$ cat config.mk
export PLATFORM = sky130hd
export DESIGN_NAME = spi_apb_master
export DESIGN_NICKNAME = d
export VERILOG_FILES = /design/src/hdl/spi_cfg_pkg.sv /design/src/hdl/apb_reg_pkg.sv /design/src/hdl/spi_clk_gen.sv /design/src/hdl/spi_shifter.sv /design/src/hdl/spi_apb_regs.sv /design/src/hdl/spi_apb_master.sv
export SDC_FILE = /design/constraint.sdc
export NUM_CORES = 1
export LEC_CHECK = 0
export ABC_AREA = 1
export BUFFER_PORTS_ARGS = -buffer_cell sky130_fd_sc_hd__buf_2
export CAP_MARGIN = 20
export CORE_UTILIZATION = 55
export CTS_CLUSTER_DIAMETER = 30
export DETAILED_ROUTE_END_ITERATION = 6
export PLACE_DENSITY = 0.71
export SLEW_MARGIN = 0
export SYNTH_ARGS = -nofsm -noshare
export SYNTH_HDL_FRONTEND = slang
export SYNTH_SLANG_ARGS = --single-unit
export TNS_END_PERCENT = 20
$ cat constraint.sdc
create_clock -name wr -period 3 [get_ports wr]
set_clock_uncertainty 0.1 [all_clocks]
set_input_delay 0.6 -clock wr [delete_from_list [all_inputs] [get_ports wr]]
set_output_delay 0.6 -clock wr [all_outputs]
set_load 0.005 [all_outputs]
$ cat src/hdl/spi_cfg_pkg.sv
`default_nettype none

// Frame level definitions shared by the register block and the shift engine.
package spi_cfg_pkg;

    // SPI mode. The polarity sits in the upper bit so the value reads as mode 0..3.
    typedef struct packed {
        logic cpol; // Idle level of sck.
        logic cpha; // 0 samples on the leading edge, 1 on the trailing edge.
    } spi_mode_t;

    // Divider select. One half period of sck is 2^(select+1) wr cycles.
    typedef logic [2:0] presc_sel_t;

    localparam int presc_w = 9; // Holds the largest half period of 256 cycles.

    localparam spi_mode_t  mode_rst  = '{cpol: 1'b0, cpha: 1'b0}; // Mode 0 after reset.
    localparam presc_sel_t presc_rst = 3'd0;                      // Fastest clock after reset.

endpackage

`default_nettype wire

$ cat src/hdl/apb_reg_pkg.sv
`default_nettype none

// Register map of the APB slave.
package apb_reg_pkg;

    localparam int apb_addr_w = 2;
    typedef logic [apb_addr_w-1:0] apb_addr_t; // Word address.

    localparam apb_addr_t addr_data   = 2'd0; // Transmit buffer on write, receive register on read.
    localparam apb_addr_t addr_ctrl   = 2'd1; // Divider select, mode and bit order.
    localparam apb_addr_t addr_status = 2'd2; // Flags. Writing 1 to send_err clears it.

    // Bit positions in the status register.
    localparam int st_tx_empty      = 0;
    localparam int st_char_received = 1;
    localparam int st_send_err      = 2;

    // Field positions in the control register.
    localparam int ctrl_presc_lsb = 0;
    localparam int ctrl_mode_lsb  = 3;
    localparam int ctrl_lsb_first = 5;

endpackage

`default_nettype wire

$ cat src/hdl/spi_clk_gen.sv
`timescale 1ns/1ps
`default_nettype none

// Divider for the SPI clock. Gives one tick per half period of sck.
module spi_clk_gen
    import spi_cfg_pkg::*;
(
    input  logic       wr,
    input  logic       rst,
    input  logic       run,       // Frame in progress.
    input  presc_sel_t presc_sel, // Half period is 2^(presc_sel+1) cycles.
    output logic       tick
);

    logic [presc_w-1:0] cnt;
    logic [presc_w-1:0] limit; // Last count value of a half period.

    // Select 0 gives 1, select 7 gives 255.
    assign limit = presc_w'((1 << (presc_sel + 1)) - 1);

    assign tick = (cnt == limit); // The count held at zero keeps this low while stopped.

    ////////////////////
    // Half period counter.

    // Holding the count at zero while idle makes the first
    // half period of a frame full length.
    always_ff @(posedge wr or posedge rst) begin
        if (rst) begin
            cnt <= '0;
        end else if (!run || tick) begin
            cnt <= '0;
        end else begin
            cnt <= cnt + 1'b1;
        end
    end

    a_no_tick_idle : assert property (
        @(posedge wr) disable iff (rst) !run |-> !tick
    ) else $error("tick while the divider is stopped");

endmodule

`default_nettype wire

$ cat src/hdl/spi_shifter.sv
`timescale 1ns/1ps
`default_nettype none

// Frame engine. Counts sck edges, shifts data in both directions and drives
// ss, sck and mosi.
module spi_shifter
    import spi_cfg_pkg::*;
#(
    parameter int word_len = 8
) (
    input  logic                wr,
    input  logic                rst,
    input  logic [word_len-1:0] tx_word,
    input  logic                tx_valid,
    input  presc_sel_t          presc_sel,
    input  spi_mode_t           mode,
    input  logic                lsb_first,
    output logic                tx_take,
    output logic [word_len-1:0] rx_word,
    output logic                rx_done,
    output logic                sck,
    output logic                mosi,
    input  logic                miso,
    output logic                ss
);

    // Edges 0 .. 2*word_len-1 toggle sck. Tick 2*word_len ends the frame.
    localparam int cnt_w = $clog2(2 * word_len + 1);
    localparam logic [cnt_w-1:0] last_edge = cnt_w'(2 * word_len - 1);
    localparam logic [cnt_w-1:0] tail_edge = cnt_w'(2 * word_len);

    typedef enum logic [1:0] {st_idle, st_start, st_busy} state_t;

    state_t              state;
    logic [cnt_w-1:0]    edge_cnt;    // Ticks seen in the current frame.
    logic                sck_ph;      // Internal phase, 0 at idle.
    logic                mosi_q;
    spi_mode_t           mode_q;      // Settings captured at frame start.
    logic                lsb_q;
    presc_sel_t          presc_q;
    logic [word_len-1:0] tx_sh;
    logic [word_len-1:0] rx_sh;
    logic [word_len-1:0] tx_sh_nxt;
    logic [word_len-1:0] rx_sh_nxt;
    logic [word_len-1:0] first_rest;  // New word with its first bit consumed.
    logic                first_bit;
    logic                tx_bit;
    logic                run;
    logic                tick;
    logic                at_tail;
    logic                shift_edge;
    logic                sample_edge;

    assign run         = (state == st_busy);
    assign at_tail     = (edge_cnt == tail_edge);
    assign shift_edge  = tick && !at_tail;              // Tick that moves sck.
    assign sample_edge = (edge_cnt[0] == mode_q.cpha);  // Even edges lead, odd edges trail.

    // Load from the start state, or at the tail when the next word is ready.
    assign tx_take = (state == st_start) || (run && tick && at_tail && tx_valid);
    assign rx_done = shift_edge && (edge_cnt == last_edge);

    // Bit order helpers. Vacated positions fill with 1.
    assign first_bit  = lsb_first ? tx_word[0] : tx_word[word_len-1];
    assign first_rest = lsb_first ? {1'b1, tx_word[word_len-1:1]} : {tx_word[word_len-2:0], 1'b1};
    assign tx_bit     = lsb_q ? tx_sh[0] : tx_sh[word_len-1];
    assign tx_sh_nxt  = lsb_q ? {1'b1, tx_sh[word_len-1:1]} : {tx_sh[word_len-2:0], 1'b1};
    assign rx_sh_nxt  = lsb_q ? {miso, rx_sh[word_len-1:1]} : {rx_sh[word_len-2:0], miso};

    // In modes 1 and 3 the last edge samples, so the final bit comes straight from miso.
    assign rx_word = (shift_edge && sample_edge) ? rx_sh_nxt : rx_sh;

    assign sck  = sck_ph ^ mode_q.cpol;
    assign mosi = ss ? 1'b1 : mosi_q; // Line idles high between frames.

    ////////////////////
    // Control state.

    always_ff @(posedge wr or posedge rst) begin
        if (rst) begin
            state    <= st_idle;
            edge_cnt <= '0;
            ss       <= 1'b1;
            sck_ph   <= 1'b0;
            mosi_q   <= 1'b1;
            mode_q   <= mode_rst;
            lsb_q    <= 1'b0;
            presc_q  <= presc_rst;
        end else if (tx_take) begin
            state    <= st_busy;
            edge_cnt <= '0;
            ss       <= 1'b0;
            sck_ph   <= 1'b0;
            mode_q   <= mode;
            lsb_q    <= lsb_first;
            presc_q  <= presc_sel;
            mosi_q   <= mode.cpha ? 1'b1 : first_bit; // Modes 0 and 2 present bit one now.
        end else begin
            case (state)
                st_idle: begin
                    if (tx_valid) begin
                        state <= st_start;
                    end
                end
                st_busy: begin
                    if (tick && at_tail) begin
                        state <= st_idle; // Nothing queued so release the slave.
                        ss    <= 1'b1;
                    end else if (shift_edge) begin
                        sck_ph   <= ~sck_ph;
                        edge_cnt <= edge_cnt + 1'b1;
                        if (!sample_edge) begin
                            mosi_q <= tx_bit;
                        end
                    end
                end
                default: state <= st_idle;
            endcase
        end
    end

    ////////////////////
    // Shift registers.

    always_ff @(posedge wr) begin
        if (tx_take) begin
            tx_sh <= mode.cpha ? tx_word : first_rest;
        end else if (shift_edge && !sample_edge) begin
            tx_sh <= tx_sh_nxt;
        end
        if (shift_edge && sample_edge) begin
            rx_sh <= rx_sh_nxt;
        end
    end

    spi_clk_gen spi_clk_gen_i (
        .wr        (wr),
        .rst       (rst),
        .run       (run),
        .presc_sel (presc_q),
        .tick      (tick)
    );

    // Every frame leaves sck back at its idle level.
    a_sck_idle : assert property (
        @(posedge wr) disable iff (rst) ss |-> (sck == mode_q.cpol)
    ) else $error("sck away from idle level while ss is high");

    a_done_busy : assert property (
        @(posedge wr) disable iff (rst) rx_done |-> (run && !ss)
    ) else $error("rx_done outside a frame");

endmodule

`default_nettype wire

$ cat src/hdl/spi_apb_regs.sv
`timescale 1ns/1ps
`default_nettype none

// APB slave with zero wait states. Holds the control register, the one word
// transmit buffer, the receive register and the status flags.
module spi_apb_regs
    import spi_cfg_pkg::*, apb_reg_pkg::*;
#(
    parameter int word_len = 8
) (
    input  logic                wr,
    input  logic                rst,
    input  logic                psel,
    input  logic                penable,
    input  logic                pwrite,
    input  apb_addr_t           paddr,
    input  logic [word_len-1:0] pwdata,
    output logic [word_len-1:0] prdata,
    output logic [word_len-1:0] tx_word,   // Transmit buffer.
    output logic                tx_valid,  // Buffer holds a word not yet taken.
    output presc_sel_t          presc_sel,
    output spi_mode_t           mode,
    output logic                lsb_first,
    input  logic                tx_take,   // Shifter empties the buffer.
    input  logic [word_len-1:0] rx_word,
    input  logic                rx_done    // Last sck edge of a frame.
);

    logic                wr_acc;        // Write access cycle.
    logic                rd_acc;        // Read access cycle.
    logic [word_len-1:0] rx_reg;        // Last received word.
    logic                char_received;
    logic                send_err;

    // The control fields need six data bits.
    if (word_len < 6) begin : g_width_check
        $error("spi_apb_regs needs word_len of at least 6");
    end

    assign wr_acc = psel && penable && pwrite;
    assign rd_acc = psel && penable && !pwrite;

    ////////////////////
    // Control register and flags.

    always_ff @(posedge wr or posedge rst) begin
        if (rst) begin
            presc_sel     <= presc_rst;
            mode          <= mode_rst;
            lsb_first     <= 1'b0;
            tx_valid      <= 1'b0;
            char_received <= 1'b0;
            send_err      <= 1'b0;
        end else begin
            if (wr_acc && paddr == addr_ctrl) begin
                presc_sel <= pwdata[ctrl_presc_lsb +: 3];
                mode      <= spi_mode_t'(pwdata[ctrl_mode_lsb +: 2]);
                lsb_first <= pwdata[ctrl_lsb_first];
            end
            // A full buffer refuses the new word and flags the loss.
            if (wr_acc && paddr == addr_data && tx_valid) begin
                send_err <= 1'b1;
            end else if (wr_acc && paddr == addr_status && pwdata[st_send_err]) begin
                send_err <= 1'b0;
            end
            if (wr_acc && paddr == addr_data && !tx_valid) begin
                tx_valid <= 1'b1;
            end else if (tx_take) begin
                tx_valid <= 1'b0; // Shifter has copied the word.
            end
            // A new word wins over a read in the same cycle.
            if (rx_done) begin
                char_received <= 1'b1;
            end else if (rd_acc && paddr == addr_data) begin
                char_received <= 1'b0;
            end
        end
    end

    ////////////////////
    // Data words.

    always_ff @(posedge wr) begin
        if (wr_acc && paddr == addr_data && !tx_valid) begin
            tx_word <= pwdata;
        end
        if (rx_done) begin
            rx_reg <= rx_word;
        end
    end

    // Read data is valid throughout the access cycle.
    always_comb begin
        prdata = '0;
        case (paddr)
            addr_data: prdata = rx_reg;
            addr_ctrl: begin
                prdata[ctrl_presc_lsb +: 3] = presc_sel;
                prdata[ctrl_mode_lsb +: 2]  = mode;
                prdata[ctrl_lsb_first]      = lsb_first;
            end
            addr_status: begin
                prdata[st_tx_empty]      = !tx_valid;
                prdata[st_char_received] = char_received;
                prdata[st_send_err]      = send_err;
            end
            default: prdata = '0; // Unmapped address reads zero.
        endcase
    end

    // The shifter only takes a word the buffer actually holds.
    a_take_needs_valid : assert property (
        @(posedge wr) disable iff (rst) tx_take |-> tx_valid
    ) else $error("tx_take while the transmit buffer is empty");

endmodule

`default_nettype wire

$ cat src/hdl/spi_apb_master.sv
`timescale 1ns/1ps
`default_nettype none

// SPI master with an APB register interface.
module spi_apb_master
    import spi_cfg_pkg::*, apb_reg_pkg::*;
#(
    parameter int word_len = 8 // Also the APB data width.
) (
    input  logic                wr,
    input  logic                rst,
    input  logic                psel,
    input  logic                penable,
    input  logic                pwrite,
    input  apb_addr_t           paddr,
    input  logic [word_len-1:0] pwdata,
    output logic [word_len-1:0] prdata,
    output logic                sck,
    output logic                mosi,
    input  logic                miso,
    output logic                ss
);

    // Handshake and settings between the register block and the shift engine.
    logic [word_len-1:0] tx_word;
    logic                tx_valid;
    logic                tx_take;
    logic [word_len-1:0] rx_word;
    logic                rx_done;
    presc_sel_t          presc_sel;
    spi_mode_t           mode;
    logic                lsb_first;

    spi_apb_regs #(
        .word_len (word_len)
    ) spi_apb_regs_i (
        .wr        (wr),
        .rst       (rst),
        .psel      (psel),
        .penable   (penable),
        .pwrite    (pwrite),
        .paddr     (paddr),
        .pwdata    (pwdata),
        .prdata    (prdata),
        .tx_word   (tx_word),
        .tx_valid  (tx_valid),
        .presc_sel (presc_sel),
        .mode      (mode),
        .lsb_first (lsb_first),
        .tx_take   (tx_take),
        .rx_word   (rx_word),
        .rx_done   (rx_done)
    );

    spi_shifter #(
        .word_len (word_len)
    ) spi_shifter_i (
        .wr        (wr),
        .rst       (rst),
        .tx_word   (tx_word),
        .tx_valid  (tx_valid),
        .presc_sel (presc_sel),
        .mode      (mode),
        .lsb_first (lsb_first),
        .tx_take   (tx_take),
        .rx_word   (rx_word),
        .rx_done   (rx_done),
        .sck       (sck),
        .mosi      (mosi),
        .miso      (miso),
        .ss        (ss)
    );

endmodule

`default_nettype wire

==> flow_summary.toml <==
[logic_synthesis]
ys_top_cells_by_area = "dfrtp_1 22%, edfxtp_1 20%, nand2_1 12%"
synth_edf_count = 24
yosys_warnings = 0
avgSynthCellArea_sq_um = 8.545
synthAdderAreaFrac = 0.01756
synth_xor_area_frac = 0.01721
synthDistinctLibCells = 43
synth-compound-area-share = 0.1036
synth_top_area_cell = "dfrtp_1"
synth_top_area_frac = 0.2247
synthFlopType = "dfrtp_1"
synthArstFlopShare = 0.5152
ys_seq_area_frac = 0.4867
netlist_instances = 417
synthSimpleGateAreaFrac = 0.2718
ys_seq_elements = 66
synth_mux_area_frac = 0.03160
synth_fp_nets = 438
synth_area_sq_mm = 0.003563
synth_top_family_by_area = "simple AND/OR/NAND/NOR gates"

[timing]
layout_setup_ws_ns = 0.3288
fmax_ghz = 0.3744
period_minus_slack_ns = 2.671
hold_violations = 0
rsz0062_at_grt = "false"
finalCritPeriodShare = 0.8904
worstMarginPinSlew_ns = 0.7874
slew_headroom = 0.4745
finalSetupTns_ns = 0
setup-violations-final = 0
fin_hold_ws_ns = 0.3027
slew_violations = 0

[layout]
area_growth_pct = 10.53
design_area_sq_mm = 0.003939
drive_above_1_share = 0.1838
largest_reg_flops = 9
top_register = "spi_shifter_i.spi_clk_gen_i.cnt"
final_net_count = 473
diodes = 0

[worst_setup_path]
rr_endpoint = "spi_apb_regs_i.rx_reg[1]"
path_class = "reg2reg"
crit_path_max_fanout = 16
cp.required_ns = 2.97
cp-start-kind = "flop"
reg2regPathDepth = 13
regToRegSetupSlack_ns = 0.33
worstSetupEndpointType = "flop"
arrival_ns = 2.65
r2r-start = "spi_shifter_i.presc_q[2]"
critPathLaunch = "spi_shifter_i.presc_q[2]"

[floorplan]
die_x_um = 82.49
die_h_um = 82.49
die_area_sq_mm = 0.006805
initial_core_util = 0.5846
core_sq_mm = 0.006096
rows = 28
boundaryPins = 27

[clock_network]
cts_root_buf = "clkbuf_8"
post_cts_resize_count = 0
cts_buffers = 9
clkTransAtPathRegs_ns = 0.07
hold_buffers = 0
htreeDepth = 3
cts_tree = "yes"
clockBufferDepth = 2
clkLatencyLatePin_ns = 0.34
cts_num_sinks = 66
cts_setup_buffers = 0

[grt]
grt_overflow = 0
grt_pass1_wl_um = 11950
antenna_found_initial = 0
grt_usage = 0.2397
grt_max_degree = 25
grt_pass1_vias = 2673

[detailed_routing]
viasPerCell = 5.297
drt-pass1-iter-count = 4
ant_nets = 0
drc = 0
wl_um = 7397
drtIter0Drc = 165
vias = 2818
wl_per_cell_um = 13.90

[min_path]
hold_class = "in2async"

[outcome]
status = "finished clean"

[pwr]
cellLeakagePower_nw = 1.856
power_w = 0.002942
ir_drop_uv = 440.3
pwr_density_cell_mw_per_mm2 = 747.0

[placed_design]
placed_cell_area_sq_mm = 0.003771
port_buffers = 26
gp_congestion = 0.9754
dp_hpwl_um = 5523
pre_cts_ws_ns = 0.1802

[flow_run]
drv_cap = 0
cells in the final DEF (no fill, tap or decap), types with 3 or more instances in the layout:
cell type  netlist  layout
xor2_1           4       4
o21ai_2         10      10
a21oi_1          9       9
inv_1           42      42
nor3_1           7       7
nor2_4           5       5
clkbuf_8         0       9
o21ai_0         19      19
clkinv_1         2       4
dfrtp_1         32      32
nand3_2          4       4
nand3_1         23      23
o21ai_1         14      14
nor2_1          33      33
inv_2            3       3
buf_2            1      26
buf_4            2       7
nand2_2          5       5
mux2i_1          9       9
nor3b_1          3       3
ha_1             5       5
nand2_1        114     114
edfxtp_1        24      24
nand4_1          8       8
xnor2_1          3       3
dfxtp_1          8       8
nor2_2           2       3
cells in the mapped netlist, types with 9 or more instances:
cell type  number
nor2_1         33
inv_1          42
dfrtp_1        32
mux2i_1         9
o21ai_1        14
edfxtp_1       24
a21oi_1         9
o21ai_2        10
o21ai_0        19
nand2_1       114
nand3_1        23
worst max path at each step:
| stage | cells after the start | end | slack [ns] |
|---|---|---|---|
| after detailed placement | 14 | spi_shifter_i.tx_sh[6] | 0.18 |
| after CTS | 14 | spi_shifter_i.tx_sh[0] | 0.17 |
| final | 13 | spi_apb_regs_i.rx_reg[1] | 0.33 |
| after global placement | 14 | spi_shifter_i.tx_sh[6] | 0.24 |
| after global routing | 14 | spi_apb_regs_i.rx_reg[3] | 0.07 |
| after floorplan | 14 | spi_shifter_i.tx_sh[0] | 0.31 |
where the power goes:
group	total [W]	internal [W]	switching [W]
logic	0.00101	0.000361	0.000651
clock network	0.000641	0.000294	0.000346
registers	0.00129	0.00113	0.000164
worst max-delay path: stages (launching register included):
cell and delay [ns]:
dfrtp_1 0.42, inv_2 0.16, nand2_1 0.08, ha_1 0.27
inv_2 0.11, nand4_1 0.14, nand2_1 0.12, nand2_1 0.05
nand2_1 0.10, nand3_1 0.09, nor2_1 0.20, nand3_2 0.33
nand2_1 0.14, o21ai_1 0.10
cells by family after synthesis:
logic type | after synthesis
simple gates | 209
xor+xnor | 7
mux | 11
fa+ha+maj | 5
flops | 66
other cells | 1
compound gates | 60
buf+inv | 58
stage by stage:
stage,utilization,cells
after CTS,0.6451,531
after global routing,0.6461,532
after global placement,0.6186,515
final,0.6461,532
after floorplan,-,417
after detailed placement,0.6186,515
cell type report:
class,count,area [sq um]
fillers,524,2157
flip-flops and latches,66,1734
multi-input cells,294,1584
repair buffers,33,182.7
inverters,48,182.7
clock buffers,10,127.6
well taps,75,93.84
clock inverters,6,33.78
routing by layer:
layer	vias up	track usage	part of all wire	routed length (um)
li1	1449	-	-	-
met1	1302	0.3409	0.50	3700
met2	51	0.3702	0.44	3272
met3	16	0.03516	0.035	262
met4	0	0.09138	0.022	162
met5	-	0	0	0
(Power assumes the default switching activity.)
